File: src/rtl/icache_config.svh
// build-time sizes for the icache data array, included by the packages and the top level
`ifndef ICACHE_CONFIG_SVH
`define ICACHE_CONFIG_SVH

// address width of the data RAM, so the array holds 2**AW words
`define ICACHE_DATA_RAM_AW 8

// width of one fetch word as seen on the request and response ports
`define ICACHE_DATA_DW 64

// 1 stores the full 72-bit SECDED codeword
// 0 stores the bare 64 data bits and both error flags stay low
`define ICACHE_ECC_EN 1

`endif

File: src/rtl/ecc_pkg.sv
// SECDED codeword, check-bit and status types shared by the ECC encoder, decoder and data array
`include "icache_config.svh"

package ecc_pkg;

	// parity sits in bit 0, hamming check ci in bit i+1
	typedef struct packed {
		logic [6:0] hamming;
		logic       parity;
	} ecc_check_t;

	typedef struct packed {
		ecc_check_t                  check;
		logic [`ICACHE_DATA_DW-1:0]  data;
	} ecc_codeword_t;

	typedef struct packed {
		logic single_err; // corrected or harmless single flip
		logic double_err; // uncorrectable, data returned as stored
	} ecc_status_t;

	// hamming position of data bit idx, skipping the power-of-two check slots
	function automatic logic [6:0] data_pos(input int unsigned idx);
		int unsigned n;
		logic [6:0]  pos;
		n = 0;
		pos = '0;
		for (int unsigned p = 3; p < 72; p++) begin
			if ((p & (p - 1)) != 0) begin
				if (n == idx)
					pos = 7'(p);
				n++;
			end
		end
		return pos;
	endfunction

endpackage

File: src/rtl/ecc_secded_enc.sv
// combinational (72,64) extended hamming encoder for the icache data array write path
`timescale 1ns/1ps

module ecc_secded_enc (
	input  logic [63:0]         data,
	output ecc_pkg::ecc_check_t check
);

	logic [6:0] contrib [64];
	logic [6:0] hamming;

	// each set data bit contributes its position to the check bits
	for (genvar i = 0; i < 64; i++) begin : g_contrib
		localparam logic [6:0] POS = ecc_pkg::data_pos(i);
		assign contrib[i] = data[i] ? POS : 7'd0;
	end

	always_comb begin
		hamming = '0;
		for (int i = 0; i < 64; i++)
			hamming ^= contrib[i]; // ci collects bits with position bit i set
	end

	// overall parity covers data and the seven hamming checks
	assign check.hamming = hamming;
	assign check.parity  = ^{data, hamming};

endmodule

File: config.mk
export PLATFORM = sky130hd
export DESIGN_NAME = ecc_secded_enc
export DESIGN_NICKNAME = d
export VERILOG_FILES = /design/src/rtl/ecc_pkg.sv /design/src/rtl/ecc_secded_enc.sv
export VERILOG_INCLUDE_DIRS = /design/src /design/src/rtl
export SDC_FILE = /design/constraint.sdc
export NUM_CORES = 1
export LEC_CHECK = 0
export BUFFER_PORTS_ARGS = -buffer_cell sky130_fd_sc_hd__buf_2
export CELL_PAD_IN_SITES_DETAIL_PLACEMENT = 1
export CELL_PAD_IN_SITES_GLOBAL_PLACEMENT = 1
export CORE_ASPECT_RATIO = 1.2
export CORE_MARGIN = 2
export CORE_UTILIZATION = 30
export DETAILED_ROUTE_END_ITERATION = 16
export GPL_TIMING_DRIVEN = 0
export PLACE_DENSITY = 0.78
export REMOVE_ABC_BUFFERS = 1
export SKIP_LAST_GASP = 1
export SLEW_MARGIN = 20
export SYNTH_ARGS = -nofsm -noshare
export SYNTH_HDL_FRONTEND = slang
export SYNTH_SLANG_ARGS = --single-unit
File: constraint.sdc
create_clock -name vclk -period 2.1
set_input_delay 0.21 -clock vclk [all_inputs]
set_output_delay 0.21 -clock vclk [all_outputs]
set_load 0.05 [all_outputs]
==> results of run 1 <==
==> synthesized netlist by cell type <==
library cell  number
xnor2_1           60
xnor3_2            6
xor2_1            17
xnor3_1           24
inv_1              2
xnor2_2            3
xor3_1             1
==> per-stage QoR <==
step	area [sq um]	hold WS [ns]
after floorplan	1438	0.8643
final	2090	1.044
after detailed placement	1871	0.9503
after global routing	2090	1.085
after CTS	2009	1.031
after global placement	1871	0.9387
==> routing by layer <==
metal  GRT usage (%)  wire (microns)  vias up
met5               0               0        -
met4               0               0        0
met3          0.9873             222        0
met2           28.61            2054       38
met1           16.98            1343      486
li1                -               -      527
==> kinds of logic after synthesis <==
| logic type | after synthesis |
|---|---|
| buffers and inverters | 2 |
| xor gates and xnor gates | 111 |
==> cell type report <==
class | instances | area share (%)
repair buffers | 79 | 22.75
well taps | 58 | 3.473
multi-input cells | 111 | 73.41
inverters | 2 | 0.3593
==> repair_timing <==
action                                  in CTS  in global routing
endpoints found under the setup margin       6                  6
setup buffers                                5                  2
resized for setup                           20                 13
hold buffers                                 0                  0
pin swaps                                   13                 11
==> critical path, cell delays in order <==
cell and delay (ns):
buf_6 0.09, xnor3_1 0.39, xnor3_1 0.45, xnor3_1 0.41, xnor3_2 0.27, xnor3_1 0.22
xnor3_1 0.23, buf_6 0.17
==> how the worst max path moves through the flow <==
| stage | slack, ns | end | depth (start not counted) | from |
|---|---|---|---|---|
| floorplan | -0.72 | check[0] | 6 | data[21] |
| global placement | -0.63 | check[0] | 8 | data[21] |
| detailed placement | -0.69 | check[0] | 8 | data[21] |
| CTS | -0.58 | check[0] | 8 | data[21] |
| global route | -0.64 | check[0] | 9 | data[18] |
| finish | -0.54 | check[0] | 8 | data[18] |
==> qor.csv, run 1 <==
metric;value;unit
fin_tns_setup;-0.6634;ns
io_pins;72;
finish.utilization;45.48;%
ys_seq_area_share;0;%
cap_violations;0;
min_delay_worst_endpoint;check[7];
wl;3.621;mm
synth_compound_area_share;0;%
die_h;79.83;microns
grt.overflow.total;0;
grt_util_all_layers;14.24;%
setup_viol;3;
max_slew.worst_pin.slew;0.3968;ns
hold_path.class;in2out;
die_w;67.20;microns
place_inst;243;
drive_above_1_share;53.13;%
rsz0062_at_grt;yes;
place.gp.congestion;0.7207;
wire_per_inst;14.48;microns
synthAdderAreaFrac;0;%
slew_headroom;73.36;%
antenna_found_initial;0;
fin_cells;250;
grt_pass1_wl;5.851;mm
layout_commonest_cell;buf_2;
synth.mux.area_fraction;0;%
max_freq;378.4;MHz
die_area;0.005364;sq mm
fillCellCount;532;
clkbuf_count;0;
syn_area_per_cell;12.72;sq um
first_pass_iters;4;
register_area;0;sq um
yosys_warnings;0;
start_util;31.29;%
period_needed;2.642;ns
core;0.004594;sq mm
postRouteAntennaNets;0;
drt-initial-drc-count;11;
area_growth;45.34;%
worst_setup_path_end_kind;output port;
period_share;125.8;%
hold_violations;0;
nets;258;
grt_max_degree;4;
min_path_cells;5;
synth_simple_gate_area_share;0;%
post-place-ws;-0.6903;ns
cp_max_fo;2;
arrival;2.43;ns
synth_top_family_by_area;XOR/XNOR gates;
grt_pass1_vias;1215;
cp.required;1.89;ns
crit_type;in2out;
synth.area.top_cells;xnor3_1, xnor2_1, xor2_1;
vias_per_cell;4.204;
status;finished with violations;
failed_checks;negative setup slack;
row_count;27;
fin_ws;-0.5425;ns
syn_inst;113;
yosys.area.top_type_share;37.60;%
slew_viol_final;0;
drc;0;
port_buffers;72;
n_antenna_cell;0;
start_kind;input port;
synth_cell_types;7;
synth_top_area_cell;xnor3_1;
final_cell_mix;buf_2, xnor2_1, xnor3_1;
multi_input_area;0.001534;sq mm
vias;1051;
synth_xor_area_share;99.48;%
min_from;data[60];
synthesis.area;0.001438;sq mm
seq_cell_count;0;
Power of run 1 is left out: the tool's default activity adds up to more than one toggle a clock period on the data nets, which glitch-free logic cannot reach.
==> run 2, diff against run 1 <==
--- a/config.mk
+++ b/config.mk
@@ -15,6 +15,7 @@
 export DETAILED_ROUTE_END_ITERATION = 16
 export GPL_TIMING_DRIVEN = 0
 export PLACE_DENSITY = 0.78
+export RECOVER_POWER = 25
 export REMOVE_ABC_BUFFERS = 1
 export SKIP_LAST_GASP = 1
 export SLEW_MARGIN = 20
==> run 2 against run 1 <==
  * The flow still finishes with violations (negative setup slack)
  * Design area hardly changed
  * Count of clock-buffer cells in the layout stayed put
  * Largest cell class unchanged
  * First-iteration DRC count stayed put
  * Critical endpoint unchanged
  * Setup slack stayed put
  * Routed wire length hardly changed
==> qor.csv, run 2 (synthesized netlist as in run 1, its figures left out) <==
metric;value;unit
cp.required;1.89;ns
drc;0;
crit_type;in2out;
die_w;67.20;microns
grt_util_all_layers;14.24;%
antenna_found_initial;0;
final_cell_mix;buf_2, xnor2_1, xnor3_1;
grt_pass1_wl;5.851;mm
die_area;0.005364;sq mm
cap_violations;0;
start_util;31.29;%
core;0.004594;sq mm
fin_tns_setup;-0.6634;ns
status;finished with violations;
fin_ws;-0.5425;ns
period_share;125.8;%
arrival;2.43;ns
place.gp.congestion;0.7207;
port_buffers;72;
drt-initial-drc-count;11;
row_count;27;
failed_checks;negative setup slack;
grt_max_degree;4;
slew_headroom;60.72;%
area_growth;45.26;%
die_h;79.83;microns
rsz0062_at_grt;yes;
vias_per_cell;4.204;
nets;258;
drive_above_1_share;52.60;%
layout_commonest_cell;buf_2;
period_needed;2.642;ns
hold_path.class;in2out;
max_freq;378.4;MHz
grt_pass1_vias;1215;
clkbuf_count;0;
wire_per_inst;14.49;microns
register_area;0;sq um
first_pass_iters;4;
vias;1051;
wl;3.622;mm
slew_viol_final;0;
io_pins;72;
max_slew.worst_pin.slew;0.5918;ns
hold_violations;0;
start_kind;input port;
postRouteAntennaNets;0;
post-place-ws;-0.6903;ns
cp_max_fo;2;
seq_cell_count;0;
hold_buffers;0;
worst_setup_path_end_kind;output port;
setup_viol;3;
grt.overflow.total;0;
n_antenna_cell;0;
min_path_cells;5;
==> run 2: per-stage QoR <==
step / instances / util (%) / hold WS [ns] / area, sq um
CTS: 248 / 43.74 / 1.031 / 2009
floorplan: 113 / - / 0.8643 / 1438
global route: 250 / 45.45 / 1.174 / 2088
global placement: 243 / 40.71 / 0.9387 / 1871
finish: 250 / 45.45 / 1.132 / 2088
detailed placement: 243 / 40.71 / 0.9503 / 1871
==> run 2: layout make-up <==
type               instances  area, sq um
well taps                 58        72.57
multi-input cells        111         1534
inverters                  2        7.507
fillers                  532         2506
repair buffers            79        474.2
==> run 2: final timing paths <==
check	to	slack [ns]	from
setup / recovery	check[0]	-0.54	data[18]
hold / removal	check[7]	1.13	data[60]
==> run 2: what timing repair did <==
| item | CTS | global route |
|---|---|---|
| endpoints found under the setup margin | 6 | 6 |
| pin swaps | 13 | 11 |
| setup buffers | 5 | 2 |
| resized for setup | 20 | 13 |
==> run 2: critical path, cell delays in order <==
cell     delay (ns)
buf_6          0.09
xnor3_1        0.39
xnor3_1        0.45
xnor3_1        0.41
xnor3_2        0.27
xnor3_1        0.22
xnor3_1        0.23
buf_6          0.17
==> run 2: routing by layer <==
metal / vias to the layer above / global-route usage (%) / share of wire, % / routed length [microns]
li1: 527 / - / - / -
met1: 486 / 16.98 / 37 / 1344
met2: 38 / 28.61 / 57 / 2054
met3: 0 / 0.9873 / 6.2 / 223
met4: 0 / 0 / 0 / 0
met5: - / 0 / 0 / 0
Power of run 2 is left out for the same reason.
==> run 3, diff against run 2 <==
--- a/config.mk
+++ b/config.mk
@@ -7,6 +7,7 @@
 export NUM_CORES = 1
 export LEC_CHECK = 0
 export BUFFER_PORTS_ARGS = -buffer_cell sky130_fd_sc_hd__buf_2
+export CAP_MARGIN = 20
 export CELL_PAD_IN_SITES_DETAIL_PLACEMENT = 1
 export CELL_PAD_IN_SITES_GLOBAL_PLACEMENT = 1
 export CORE_ASPECT_RATIO = 1.2
==> constraint.sdc (replaced) <==
create_clock -name vclk -period 2.1
set_input_delay 0 -clock vclk [all_inputs]
set_output_delay 0 -clock vclk [all_outputs]
set_load 0.05 [all_outputs]
==> run 3 against run 2 <==
  * The run still ends with negative setup slack left
  * Count of clock-buffer cells in the layout did not move
  * Hold slack worse by 0.52 ns
  * Design area decreased by 5.8%
  * Non-clock buffer count fell by 5
  * First-iteration DRC count decreased by 27%
  * Maximum frequency increased by 19%
  * Setup slack gained 0.42 ns
  * Via count down 2.2%
  * Routed wire length shrank 5.7%
  * Critical path depth did not move
  * Critical endpoint unchanged
==> qor.csv, run 3 (synthesized netlist as in run 1, its figures left out) <==
metric;value;unit
period_share;106.1;%
seq_cell_count;0;
period_needed;2.227;ns
cp.required;2.10;ns
finish.utilization;42.84;%
place.gp.congestion;0.7207;
drt-initial-drc-count;8;
area_growth;36.90;%
port_buffers;72;
clkbuf_count;0;
grtUsageMet2;27.33;%
fin_ws;-0.1272;ns
cp_max_fo;2;
register_area;0;sq um
slew_viol_final;0;
status;finished with violations;
first_pass_iters;2;
die_w;67.20;microns
row_count;27;
fin_tns_setup;-0.1272;ns
post-place-ws;-0.2703;ns
die_h;79.83;microns
start_kind;input port;
cp_slowest_cell;xnor3_2;
max_freq;449.0;MHz
grt_pass1_wl;5.575;mm
antenna_found_initial;0;
setup_viol;1;
grt.overflow.total;0;
arrival;2.23;ns
drc;0;
finalInstanceArea;0.001968;sq mm
die_area;0.005364;sq mm
worst_setup_path_end_kind;output port;
cap_violations;0;
core;0.004594;sq mm
slew_headroom;60.71;%
grt.met1_usage;16.06;%
layout_commonest_cell;buf_2;
hold_path.class;in2out;
grtUsageMet3;0.9873;%
failed_checks;negative setup slack;
max_slew.worst_pin.slew;0.5919;ns
start_util;31.29;%
hold_violations;0;
grt_max_degree;4;
n_antenna_cell;0;
crit_chain;buf_2, xnor3_1, xnor3_2, xnor3_1, xnor3_2, xnor2_2, xnor3_1, buf_6;
grt_util_all_layers;13.56;%
postRouteAntennaNets;0;
io_pins;72;
vias_per_cell;4.196;
placed_area;0.001871;sq mm
final_cell_mix;buf_2, xnor2_1, xnor3_1;
critPathMaxStageDelay;0.44;ns
crit_type;in2out;
wire_per_inst;13.94;microns
vias;1028;
wl;3.416;mm
rsz0062_at_grt;yes;
nets;253;
crit_top_cell;xnor3_1;
grt_pass1_vias;1161;
busiest_layer;met2;
drive_above_1_share;48.13;%
run 3: cell count changes in the layout (fill, tap and decap cells not counted), moves of 2 or more:
cell / previous run / this run
buf_2: 61 / 69
buf_4: 8 / 2
buf_6: 8 / 2
xnor2_1: 53 / 55
xnor2_2: 9 / 7
xnor3_1: 22 / 24
xnor3_2: 8 / 6
xor2_1: 12 / 14
xor2_2: 5 / 3
run 3: through the flow:
step	instances	hold slack, ns
2_1_floorplan	113	0.4443
3_3_place_gp	243	0.5187
3_5_place_dp	243	0.5303
4_1_cts	243	0.5313
5_1_grt	245	0.6428
6_report	245	0.6160
run 3: cell type report:
class | instances | area, sq um
timing repair buffer | 74 | 386.6
fill | 542 | 2626
inverter | 2 | 7.507
multi-input combinational | 111 | 1501
tap | 58 | 72.57
run 3: critical path: cells and delay by family:
kind / cells / cell delay, ns
xor+xnor: 6 / 1.95
buf+inv: 2 / 0.28
run 3: per-layer routing:
metal / vias up / routed length (microns)
met5: - / 0
met4: 0 / 0
met3: 0 / 223
met2: 38 / 1919
met1: 472 / 1274
li1: 518 / -
run 3: final timing paths:
kind | startpoint | to | slack, ns | cells past startpoint
worst min-delay path | data[58] | check[7] | 0.62 | 4
worst max-delay path | data[13] | check[0] | -0.13 | 8
run 3: what timing repair did:
item,4_1_cts,5_1_grt
buffers inserted,0,2
setup endpoints to repair,1,1
resized for setup,6,6
hold buffers,0,0
pin swaps,5,7
Power of run 3 is left out for the same reason.
