===== config.mk =====
export PLATFORM = sky130hd
export DESIGN_NAME = ecc_secded_dec
export DESIGN_NICKNAME = d
export VERILOG_FILES = /design/src/rtl/ecc_pkg.sv /design/src/rtl/ecc_secded_dec.sv
export VERILOG_INCLUDE_DIRS = /design/src /design/src/rtl
export SDC_FILE = /design/constraint.sdc
export NUM_CORES = 1
export LEC_CHECK = 0
export BUFFER_PORTS_ARGS = -buffer_cell sky130_fd_sc_hd__buf_2
export CAP_MARGIN = 20
export CORE_ASPECT_RATIO = 2
export CORE_MARGIN = 8
export CORE_UTILIZATION = 50
export DETAILED_ROUTE_END_ITERATION = 6
export PLACE_DENSITY_LB_ADDON = 0.2
export SETUP_SLACK_MARGIN = 0.02
export SLEW_MARGIN = 10
export SYNTH_ARGS = -nofsm -noshare
export SYNTH_HDL_FRONTEND = slang
export SYNTH_SLANG_ARGS = --single-unit

===== constraint.sdc =====
create_clock -name vclk -period 5
set_input_delay 0.75 -clock vclk [all_inputs]
set_output_delay 0.75 -clock vclk [all_outputs]
set_load 0.05 [all_outputs]

===== src/rtl/icache_config.svh =====
// build-time sizes for the icache data array, included by the packages and the top level
`ifndef ICACHE_CONFIG_SVH
`define ICACHE_CONFIG_SVH

// address width of the data RAM, so the array holds 2**AW words
`define ICACHE_DATA_RAM_AW 8

// width of one fetch word as seen on the request and response ports
`define ICACHE_DATA_DW 64

// 1 stores the full 72-bit SECDED codeword
// 0 stores the bare 64 data bits and both error flags stay low
`define ICACHE_ECC_EN 1

`endif


===== src/rtl/ecc_pkg.sv =====
// SECDED codeword, check-bit and status types shared by the ECC encoder, decoder and data array
`include "icache_config.svh"

package ecc_pkg;

	// parity sits in bit 0, hamming check ci in bit i+1
	typedef struct packed {
		logic [6:0] hamming;
		logic       parity;
	} ecc_check_t;

	typedef struct packed {
		ecc_check_t                  check;
		logic [`ICACHE_DATA_DW-1:0]  data;
	} ecc_codeword_t;

	typedef struct packed {
		logic single_err; // corrected or harmless single flip
		logic double_err; // uncorrectable, data returned as stored
	} ecc_status_t;

	// hamming position of data bit idx, skipping the power-of-two check slots
	function automatic logic [6:0] data_pos(input int unsigned idx);
		int unsigned n;
		logic [6:0]  pos;
		n = 0;
		pos = '0;
		for (int unsigned p = 3; p < 72; p++) begin
			if ((p & (p - 1)) != 0) begin
				if (n == idx)
					pos = 7'(p);
				n++;
			end
		end
		return pos;
	endfunction

endpackage


===== src/rtl/ecc_secded_dec.sv =====
// combinational SECDED decoder that corrects single and flags double errors on icache reads
`timescale 1ns/1ps

module ecc_secded_dec (
	input  logic                   clk, // samples the assertion only
	input  ecc_pkg::ecc_codeword_t codeword,
	output logic [63:0]            data,
	output ecc_pkg::ecc_status_t   status
);

	logic [6:0]  contrib [64];
	logic [6:0]  recomputed;
	logic [6:0]  syndrome;
	logic [63:0] hit;
	logic        parity_err;

	for (genvar i = 0; i < 64; i++) begin : g_bit
		localparam logic [6:0] POS = ecc_pkg::data_pos(i);
		assign contrib[i] = codeword.data[i] ? POS : 7'd0;
		assign hit[i]     = (syndrome == POS); // syndrome points at this data bit
	end

	always_comb begin
		recomputed = '0;
		for (int i = 0; i < 64; i++)
			recomputed ^= contrib[i];
	end

	assign syndrome   = recomputed ^ codeword.check.hamming;
	assign parity_err = ^codeword; // odd number of flips anywhere in the word

	always_comb begin
		status = '0;
		data   = codeword.data;
		if (parity_err) begin
			if (syndrome > 7'd71) begin
				// no such position, so at least three bits flipped
				status.double_err = 1'b1;
			end else begin
				status.single_err = 1'b1;
				data = codeword.data ^ hit; // hit is zero for a check or parity flip
			end
		end else if (syndrome != 7'd0) begin
			status.double_err = 1'b1;
		end
	end

	a_flags_exclusive: assert property (
		@(posedge clk) !(status.single_err && status.double_err)
	) else $error("ecc decoder raised single and double error together");

endmodule


==> run_results.csv, run 1 <==
group,metric,value,unit
status,status,"complete, no violations",
grt,grt_max_degree,21,
floorplan,die_area,8846,sq um
clock_tree,cts_resized,0,
layout,syn_to_final_growth,26.33,%
logic_synthesis,synth_area,2984,sq um
timing,slew_viol_final,0,
layout,nFlopsAndLatches,0,
grt,grt_pass1_vias,3150,
critical_path,startpoint_type,"primary input",
critical_path,worstPathCellList,"buf_2, xnor3_1, xnor2_1, xnor3_1, xnor3_2, xnor3_1, or2_1, buf_4, nor4_2, xor2_1, buf_2",
grt,grt_pass1_wl,15860,microns
logic_synthesis,postSynthAreaPerCell,9.355,sq um
route,via_per_inst,5.564,
timing,hold_violations,0,
placed_design,place_congestion,0.9390,
timing,setup_viol,0,
logic_synthesis,ys_warn_count,0,
floorplan,initial_core_util,50.53,%
layout,num_antenna_cells,0,
logic_synthesis,ys_seq_area_share,0,%
route,first_pass_iters,4,
critical_path,end_kind,"output port",
critical_path,crit_buf_inv,3,
timing,clock.fmax,0.2075,GHz
layout,finalNetCount,526,
timing,whs,1855,ps
route,postRouteAntennaNets,0,
logic_synthesis,synthDistinctLibCells,38,
route,drtIter0Drc,138,
layout,regArea,0,sq um
layout,final_common_cell,"buf_2",
min_path,holdCritPathClass,"in2out",
timing,fin_crit,4820,ps
floorplan,fp-row-count,40,
grt,grt_overflow,0,
floorplan,core,5906,sq um
critical_path,worst_ep_arrival_time,4070,ps
route,vias,2860,
route,wl_per_cell,19.70,microns
logic_synthesis,synth.net_count,392,
route,finalWirelength,10130,microns
clock_tree,postCtsSetupBuffers,0,
logic_synthesis,synthTopCellsByArea,"xnor2_1, xor2_1, xnor3_1",
timing,timing.final.crit_share,96.40,%
logic_synthesis,synth_top_area_share,25.24,%
layout,fillers,538,
critical_path,max_stage_delay,430,ps
layout,nClkBuffers,0,
layout,final_util,63.83,%
critical_path,critPathTopFamily,"XOR/XNOR gates",
logic_synthesis,synth_top_cell_by_area,"xnor2_1",
critical_path,critPathRequiredTime,4250,ps
placed_design,dp_hpwl,8632,microns
critical_path,worst-path-max-fanout,11,
critical_path,slowest_stage,"xnor3_1",
grt,antenna_found_initial,0,
floorplan,io-pin-count,139,
logic_synthesis,synth_cells,319,
route,drc_errors,0,
critical_path,cpMostUsedCell,"xnor3_1",
layout,mostFrequentLayoutCells,"buf_2, xnor2_1, xor2_1, nor4_2, xnor3_1",
floorplan,dieHeight,125.3,microns
timing,tightest_slew,806.3,ps
timing,rsz0062_at_grt,"false",
placed_design,portBuffers,138,
floorplan,die_w,70.63,microns
timing,tns,0,ps
grt,gr-usage-all-layers,21.72,%
flow_run,maxCapViolations,0,
clock_tree,cts-hold-fix-buffers,0,
timing,max-slew-margin-rel,45.88,%
layout,drive_above_1_share,40.58,%
critical_path,crit_type,"in2out",
[cell type report]
| type | count | area, sq um | area share (%) |
|---|---|---|---|
| Multi-Input combinational cell | 296 | 2879 | 76.37 |
| Timing Repair Buffer | 150 | 793.3 | 21.04 |
| Tap cell | 63 | 78.83 | 2.091 |
| Inverter | 5 | 18.77 | 0.4978 |
[cell families after synthesis]
group | count (synthesis) | share of synthesized area (%)
xor gates and xnor gates | 188 | 68.13
and+or+nand+nor | 91 | 23.69
buffers and inverters | 23 | 4.025
AOI/OAI and AO/OA | 12 | 2.432
muxes | 5 | 1.719
[worst paths after layout]
| check | start | slack (ps) | cells after the start | to |
|---|---|---|---|---|
| setup / recovery | codeword[16] | 180 | 11 | data[19] |
| hold / removal | codeword[33] | 1850 | 3 | data[33] |
[synth_stat cells, types with 3 or more instances]
cell and count:
nor4b_1 5, xor3_1 5, inv_1 4, a21oi_1 5, mux2i_1 4, nor4_2 25, xnor3_1 21, nand4_1 6
nor2_1 8, nor4_1 5, nand2b_1 3, nor4bb_1 3, buf_6 4, buf_2 3, a21o_1 3, xor2_1 74
xnor2_1 86, clkbuf_1 10, nor3_1 20, nand2_1 4
[routing by layer]
metal / GRT usage, % / up-vias / share of wire [%]
met4: 4.079 / 0 / 1.8
met3: 4.964 / 13 / 8.5
li1: - / 1375 / -
met5: 0 / - / 0
met1: 22.72 / 1331 / 36
met2: 41.86 / 141 / 54
[per-stage QoR]
step                      setup slack [ps]  instances  area [sq um]
after floorplan                      249.4        319          2984
after global placement               246.0        514          3762
after detailed placement             172.7        514          3762
after CTS                            180.6        514          3762
after global routing                 43.12        514          3770
final                                179.8        514          3770
Power of run 1 is not shown: default switching activity piles up to over one toggle a cycle in this logic, so the estimate is an artifact.
==> run 2: changes to the inputs <==
==> constraint.sdc (replaced) <==
create_clock -name vclk -period 4.44
set_input_delay 0.666 -clock vclk [all_inputs]
set_output_delay 0.666 -clock vclk [all_outputs]
set_load 0.05 [all_outputs]
==> run 2 against run 1 <==
Effect of this change:
- critical path depth is the same
- global-route usage grew 4.6 points
- setup slack lost 250 ps
- sequential cell count is the same
- non-clock buffer count grew 64
- clock-buffer cell count is the same
- first-iteration DRC count grew 100%
- final cell count grew 12%
- final area grew 39%
- the flow now finishes with violations (negative setup slack)
==> run_results.csv, run 2 (synthesized netlist as in run 1, its figures left out) <==
group,metric,value,unit
placed_design,place_congestion,0.9249,
grt,grt_max_degree,16,
status,violations,"negative setup slack",
critical_path,crit_type,"in2out",
critical_path,worst_ep_arrival_time,3840,ps
grt,grt_pass1_wl,18800,microns
route,vias,3356,
timing,tns,-173.2,ps
route,via_per_inst,5.806,
critical_path,crit_buf_inv,3,
timing,tightest_slew,761.8,ps
route,drtIter0Drc,276,
timing,fin_crit,4511,ps
timing,timing.final.crit_share,101.6,%
layout,finalNetCount,590,
layout,stdcell_count,578,
timing,rsz0062_at_grt,"true",
critical_path,max_stage_delay,460,ps
layout,nClkBuffers,0,
layout,final_common_cell,"buf_2",
floorplan,die_w,70.63,microns
route,postRouteAntennaNets,0,
critical_path,worstPathCellList,"buf_2, buf_4, xnor2_1, xnor2_1, xnor3_1, xnor2_1, or3_1, a211o_4, nor3_1, xor2_2, buf_2",
layout,final_util,88.50,%
status,status,"finished, violations left",
timing,slew_viol_final,0,
grt,antenna_found_initial,0,
layout,mostFrequentLayoutCells,"buf_2, buf_4, xnor2_1, xor2_2, xor2_1",
critical_path,startpoint_type,"primary input",
grt,grt_pass1_vias,3655,
route,wl_per_cell,23.22,microns
layout,syn_to_final_growth,75.14,%
placed_design,portBuffers,138,
timing,max-slew-margin-rel,49.21,%
min_path,holdCritPathClass,"in2out",
critical_path,worst-path-max-fanout,12,
route,finalWirelength,13420,microns
placed_design,dp_cells,576,
timing,hold_violations,0,
critical_path,critPathRequiredTime,3770,ps
floorplan,dieHeight,125.3,microns
critical_path,slowest_stage,"a211o_4",
floorplan,initial_core_util,50.53,%
critical_path,end_kind,"output port",
floorplan,core,5906,sq um
min_path,hold_depth,3,
route,first_pass_iters,4,
floorplan,io-pin-count,139,
min_path,worstHoldStart,"codeword[18]",
timing,clock.fmax,0.2217,GHz
min_path,min_to,"data[18]",
timing,setup_viol,4,
floorplan,die_area,8846,sq um
grt,gr-usage-all-layers,26.30,%
timing,setup_slack,-70.99,ps
critical_path,critPathTopFamily,"XOR/XNOR gates",
layout,nFlopsAndLatches,0,
flow_run,maxCapViolations,0,
route,drc_errors,0,
placed_design,dp_hpwl,9639,microns
layout,regArea,0,sq um
placed_design,post-place-ws,-255.4,ps
floorplan,fp-row-count,40,
critical_path,cpMostUsedCell,"xnor2_1",
grt,grt_overflow,0,
layout,drive_above_1_share,65.24,%
layout,num_antenna_cells,0,
## run 2: cell count changes in the layout (fill, tap and decap cells not counted), moves of 14 or more
cell and change:
buf_2 -39, buf_4 +81, nor4_2 -20, nor4_4 +22, xnor2_1 -14, xnor2_2 +14
xor2_1 -50, xor2_2 +50
## run 2: worst max-delay path by stage
stage / from / endpoint / depth (start not counted)
5_1_grt: codeword[23] / data[52] / 11
6_report: codeword[23] / data[52] / 11
2_1_floorplan: codeword[36] / status[1] / 10
4_1_cts: codeword[33] / data[56] / 11
3_5_place_dp: codeword[12] / data[31] / 11
3_3_place_gp: codeword[12] / data[31] / 11
## run 2: what timing repair did
item | 4_1_cts | 5_1_grt
buffers inserted | 1 | 1
resized for setup | 52 | 63
setup endpoints to repair | 42 | 60
hold buffers | 0 | 0
pin swaps | 6 | 10
## run 2: final cells by class
type | count | area [sq um]
fillers | 251 | 679.4
inverters | 5 | 18.77
multi-input cells | 296 | 3670
well taps | 63 | 78.83
repair buffers | 214 | 1459
## run 2: metal layers
| layer | GRT usage (%) | part of all wire, % |
|---|---|---|
| met3 | 4.964 | 7.8 |
| met4 | 10.88 | 5.6 |
| met5 | 0 | 0 |
| met1 | 26.47 | 32 |
| met2 | 50.00 | 54 |
## run 2: stage by stage
stage | instance area [sq um] | hold WS (ps)
final | 5226 | 1694
after global routing | 5226 | 1706
after CTS | 4925 | 1692
after detailed placement | 4678 | 1711
after global placement | 4678 | 1701
after floorplan | 3397 | 1513
## run 2: tightest hold or removal path: cells and delay by family
kind	cells	cell delay [ps]
buffers and inverters	2	290
xor gates and xnor gates	1	60
Power of run 2 is left out for the same reason.
==> run 3: changes to the inputs <==
--- a/config.mk
+++ b/config.mk
@@ -12,9 +12,9 @@
 export CORE_MARGIN = 8
 export CORE_UTILIZATION = 50
 export DETAILED_ROUTE_END_ITERATION = 6
-export PLACE_DENSITY_LB_ADDON = 0.2
+export PLACE_DENSITY = 0.82
 export SETUP_SLACK_MARGIN = 0.02
-export SLEW_MARGIN = 10
+export SLEW_MARGIN = 5
 export SYNTH_ARGS = -nofsm -noshare
 export SYNTH_HDL_FRONTEND = slang
 export SYNTH_SLANG_ARGS = --single-unit
==> run 3 against run 2 <==
Effect of this change:
- wire length up 9.1%
- setup slack worse by 73 ps
- final area is 0.38% higher
- highest routed layer unchanged
- the flow still finishes with violations (negative setup slack)
- critical path depth grew 2
- clock-buffer cell count unchanged
- sequential cell count unchanged
- worst hold slack got worse by 4.7 ps
- non-clock buffer count increased by 5
- core utilization rose by 0.34 points
- die area unchanged
- via count increased by 5.6%
- final cell count up 1.2%
==> run_results.csv, run 3 (synthesized netlist as in run 1, its figures left out) <==
group,metric,value,unit
grt,grt_pass1_vias,3659,
route,drc_errors,0,
critical_path,slowest_stage,"xnor3_2",
critical_path,worst-path-max-fanout,11,
min_path,holdCritPathClass,"in2out",
timing,max-slew-margin-rel,36.45,%
route,met1_length,4706,microns
grt,gr-usage-all-layers,26.27,%
layout,nFlopsAndLatches,0,
placed_design,dp_hpwl,9788,microns
floorplan,dieHeight,125.3,microns
route,vias,3544,
timing,setup_viol,24,
critical_path,cpMostUsedCell,"buf_4",
grt,grt_pass1_wl,18690,microns
critical_path,worst_ep_arrival_time,3920,ps
clock_tree,cts-hold-fix-buffers,0,
critical_path,crit_buf_inv,5,
layout,regArea,0,sq um
min_path,min_to,"data[18]",
route,via_per_inst,6.058,
floorplan,initial_core_util,50.53,%
placed_design,post-place-ws,-288.3,ps
timing,rsz0062_at_grt,"true",
timing,slew_viol_final,0,
grt,antenna_found_initial,0,
min_path,worstHoldStart,"codeword[18]",
route,postRouteAntennaNets,0,
layout,mostFrequentLayoutCells,"buf_2, buf_4, xnor2_1, xor2_2, xor2_1",
critical_path,critPathTopFamily,"XOR/XNOR gates",
route,drtIter0Drc,273,
floorplan,fp-row-count,40,
critical_path,max_stage_delay,460,ps
placed_design,place_congestion,0.8911,
route,finalWirelength,14640,microns
route,dr_wl_met2,7618,microns
route,top_layer_used,"met4",
timing,fin_crit,4584,ps
layout,syn_to_final_growth,75.81,%
route,first_pass_iters,5,
timing,tightest_slew,950.0,ps
critical_path,crit_type,"in2out",
timing,clock.fmax,0.2181,GHz
route,wl_per_cell,25.02,microns
layout,nClkBuffers,0,
critical_path,startpoint_type,"primary input",
flow_run,maxCapViolations,0,
floorplan,die_area,8846,sq um
placed_design,portBuffers,138,
layout,stdcell_count,585,
timing,tns,-995.3,ps
layout,finalNetCount,597,
layout,num_antenna_cells,0,
floorplan,core,5906,sq um
floorplan,die_w,70.63,microns
layout,final_common_cell,"buf_2",
floorplan,io-pin-count,139,
critical_path,critPathRequiredTime,3770,ps
status,violations,"negative setup slack",
critical_path,worstPathCellList,"buf_2, xnor3_1, xnor2_1, buf_4, xnor3_1, xnor3_2, xor2_2, mux2i_2, buf_4, nor4bb_1, buf_4, xor2_2, clkbuf_4",
layout,drive_above_1_share,66.86,%
layout,fillers,265,
timing,hold_violations,0,
grt,grt_overflow,0,
timing,timing.final.crit_share,103.2,%
status,status,"finished, violations left",
min_path,hold_depth,3,
route,met3_length,1200,microns
timing,setup_slack,-144.2,ps
critical_path,end_kind,"output port",
placed_design,dp_cells,582,
grt,grt_max_degree,21,
[run 3: final cells by class]
cell class                      instances  area (sq um)  area share [%]
Multi-Input combinational cell        298          3652           69.62
Inverter                                5         18.77          0.3577
Timing Repair Buffer                  219          1496           28.52
Tap cell                               63         78.83           1.503
[run 3: how the worst max path moves through the flow]
stage / from / to / slack [ps] / depth (start not counted)
after floorplan: codeword[36] / status[1] / 20 / 10
after global placement: codeword[12] / data[50] / -200 / 12
after detailed placement: codeword[12] / data[56] / -290 / 12
after CTS: codeword[12] / data[38] / 10 / 11
after global routing: codeword[36] / data[35] / -200 / 13
final: codeword[45] / data[58] / -140 / 13
[run 3: repair_timing]
item,in CTS,in global routing
pin swaps,2,12
cloned,0,2
endpoints found under the setup margin,47,54
gates resized for setup,42,63
buffers inserted,1,0
[run 3: routing by layer]
metal	GRT usage, %	vias to the layer above
li1	-	1467
met1	26.95	1713
met2	48.68	275
met3	5.685	89
met4	11.25	0
met5	0	-
[run 3: stage by stage]
stage          utilization [%]  hold slack (ps)  cell area (sq um)
2_1_floorplan                -             1513               3397
3_3_place_gp             80.40             1696               4748
3_5_place_dp             80.40             1703               4748
4_1_cts                  83.07             1699               4906
5_1_grt                  88.83             1694               5246
6_report                 88.83             1689               5246
[run 3: worst min-delay path: cells and delay by family]
kind / cells / cell delay (ps)
buf+inv: 2 / 270
xor+xnor: 1 / 90
Power of run 3 is left out for the same reason.
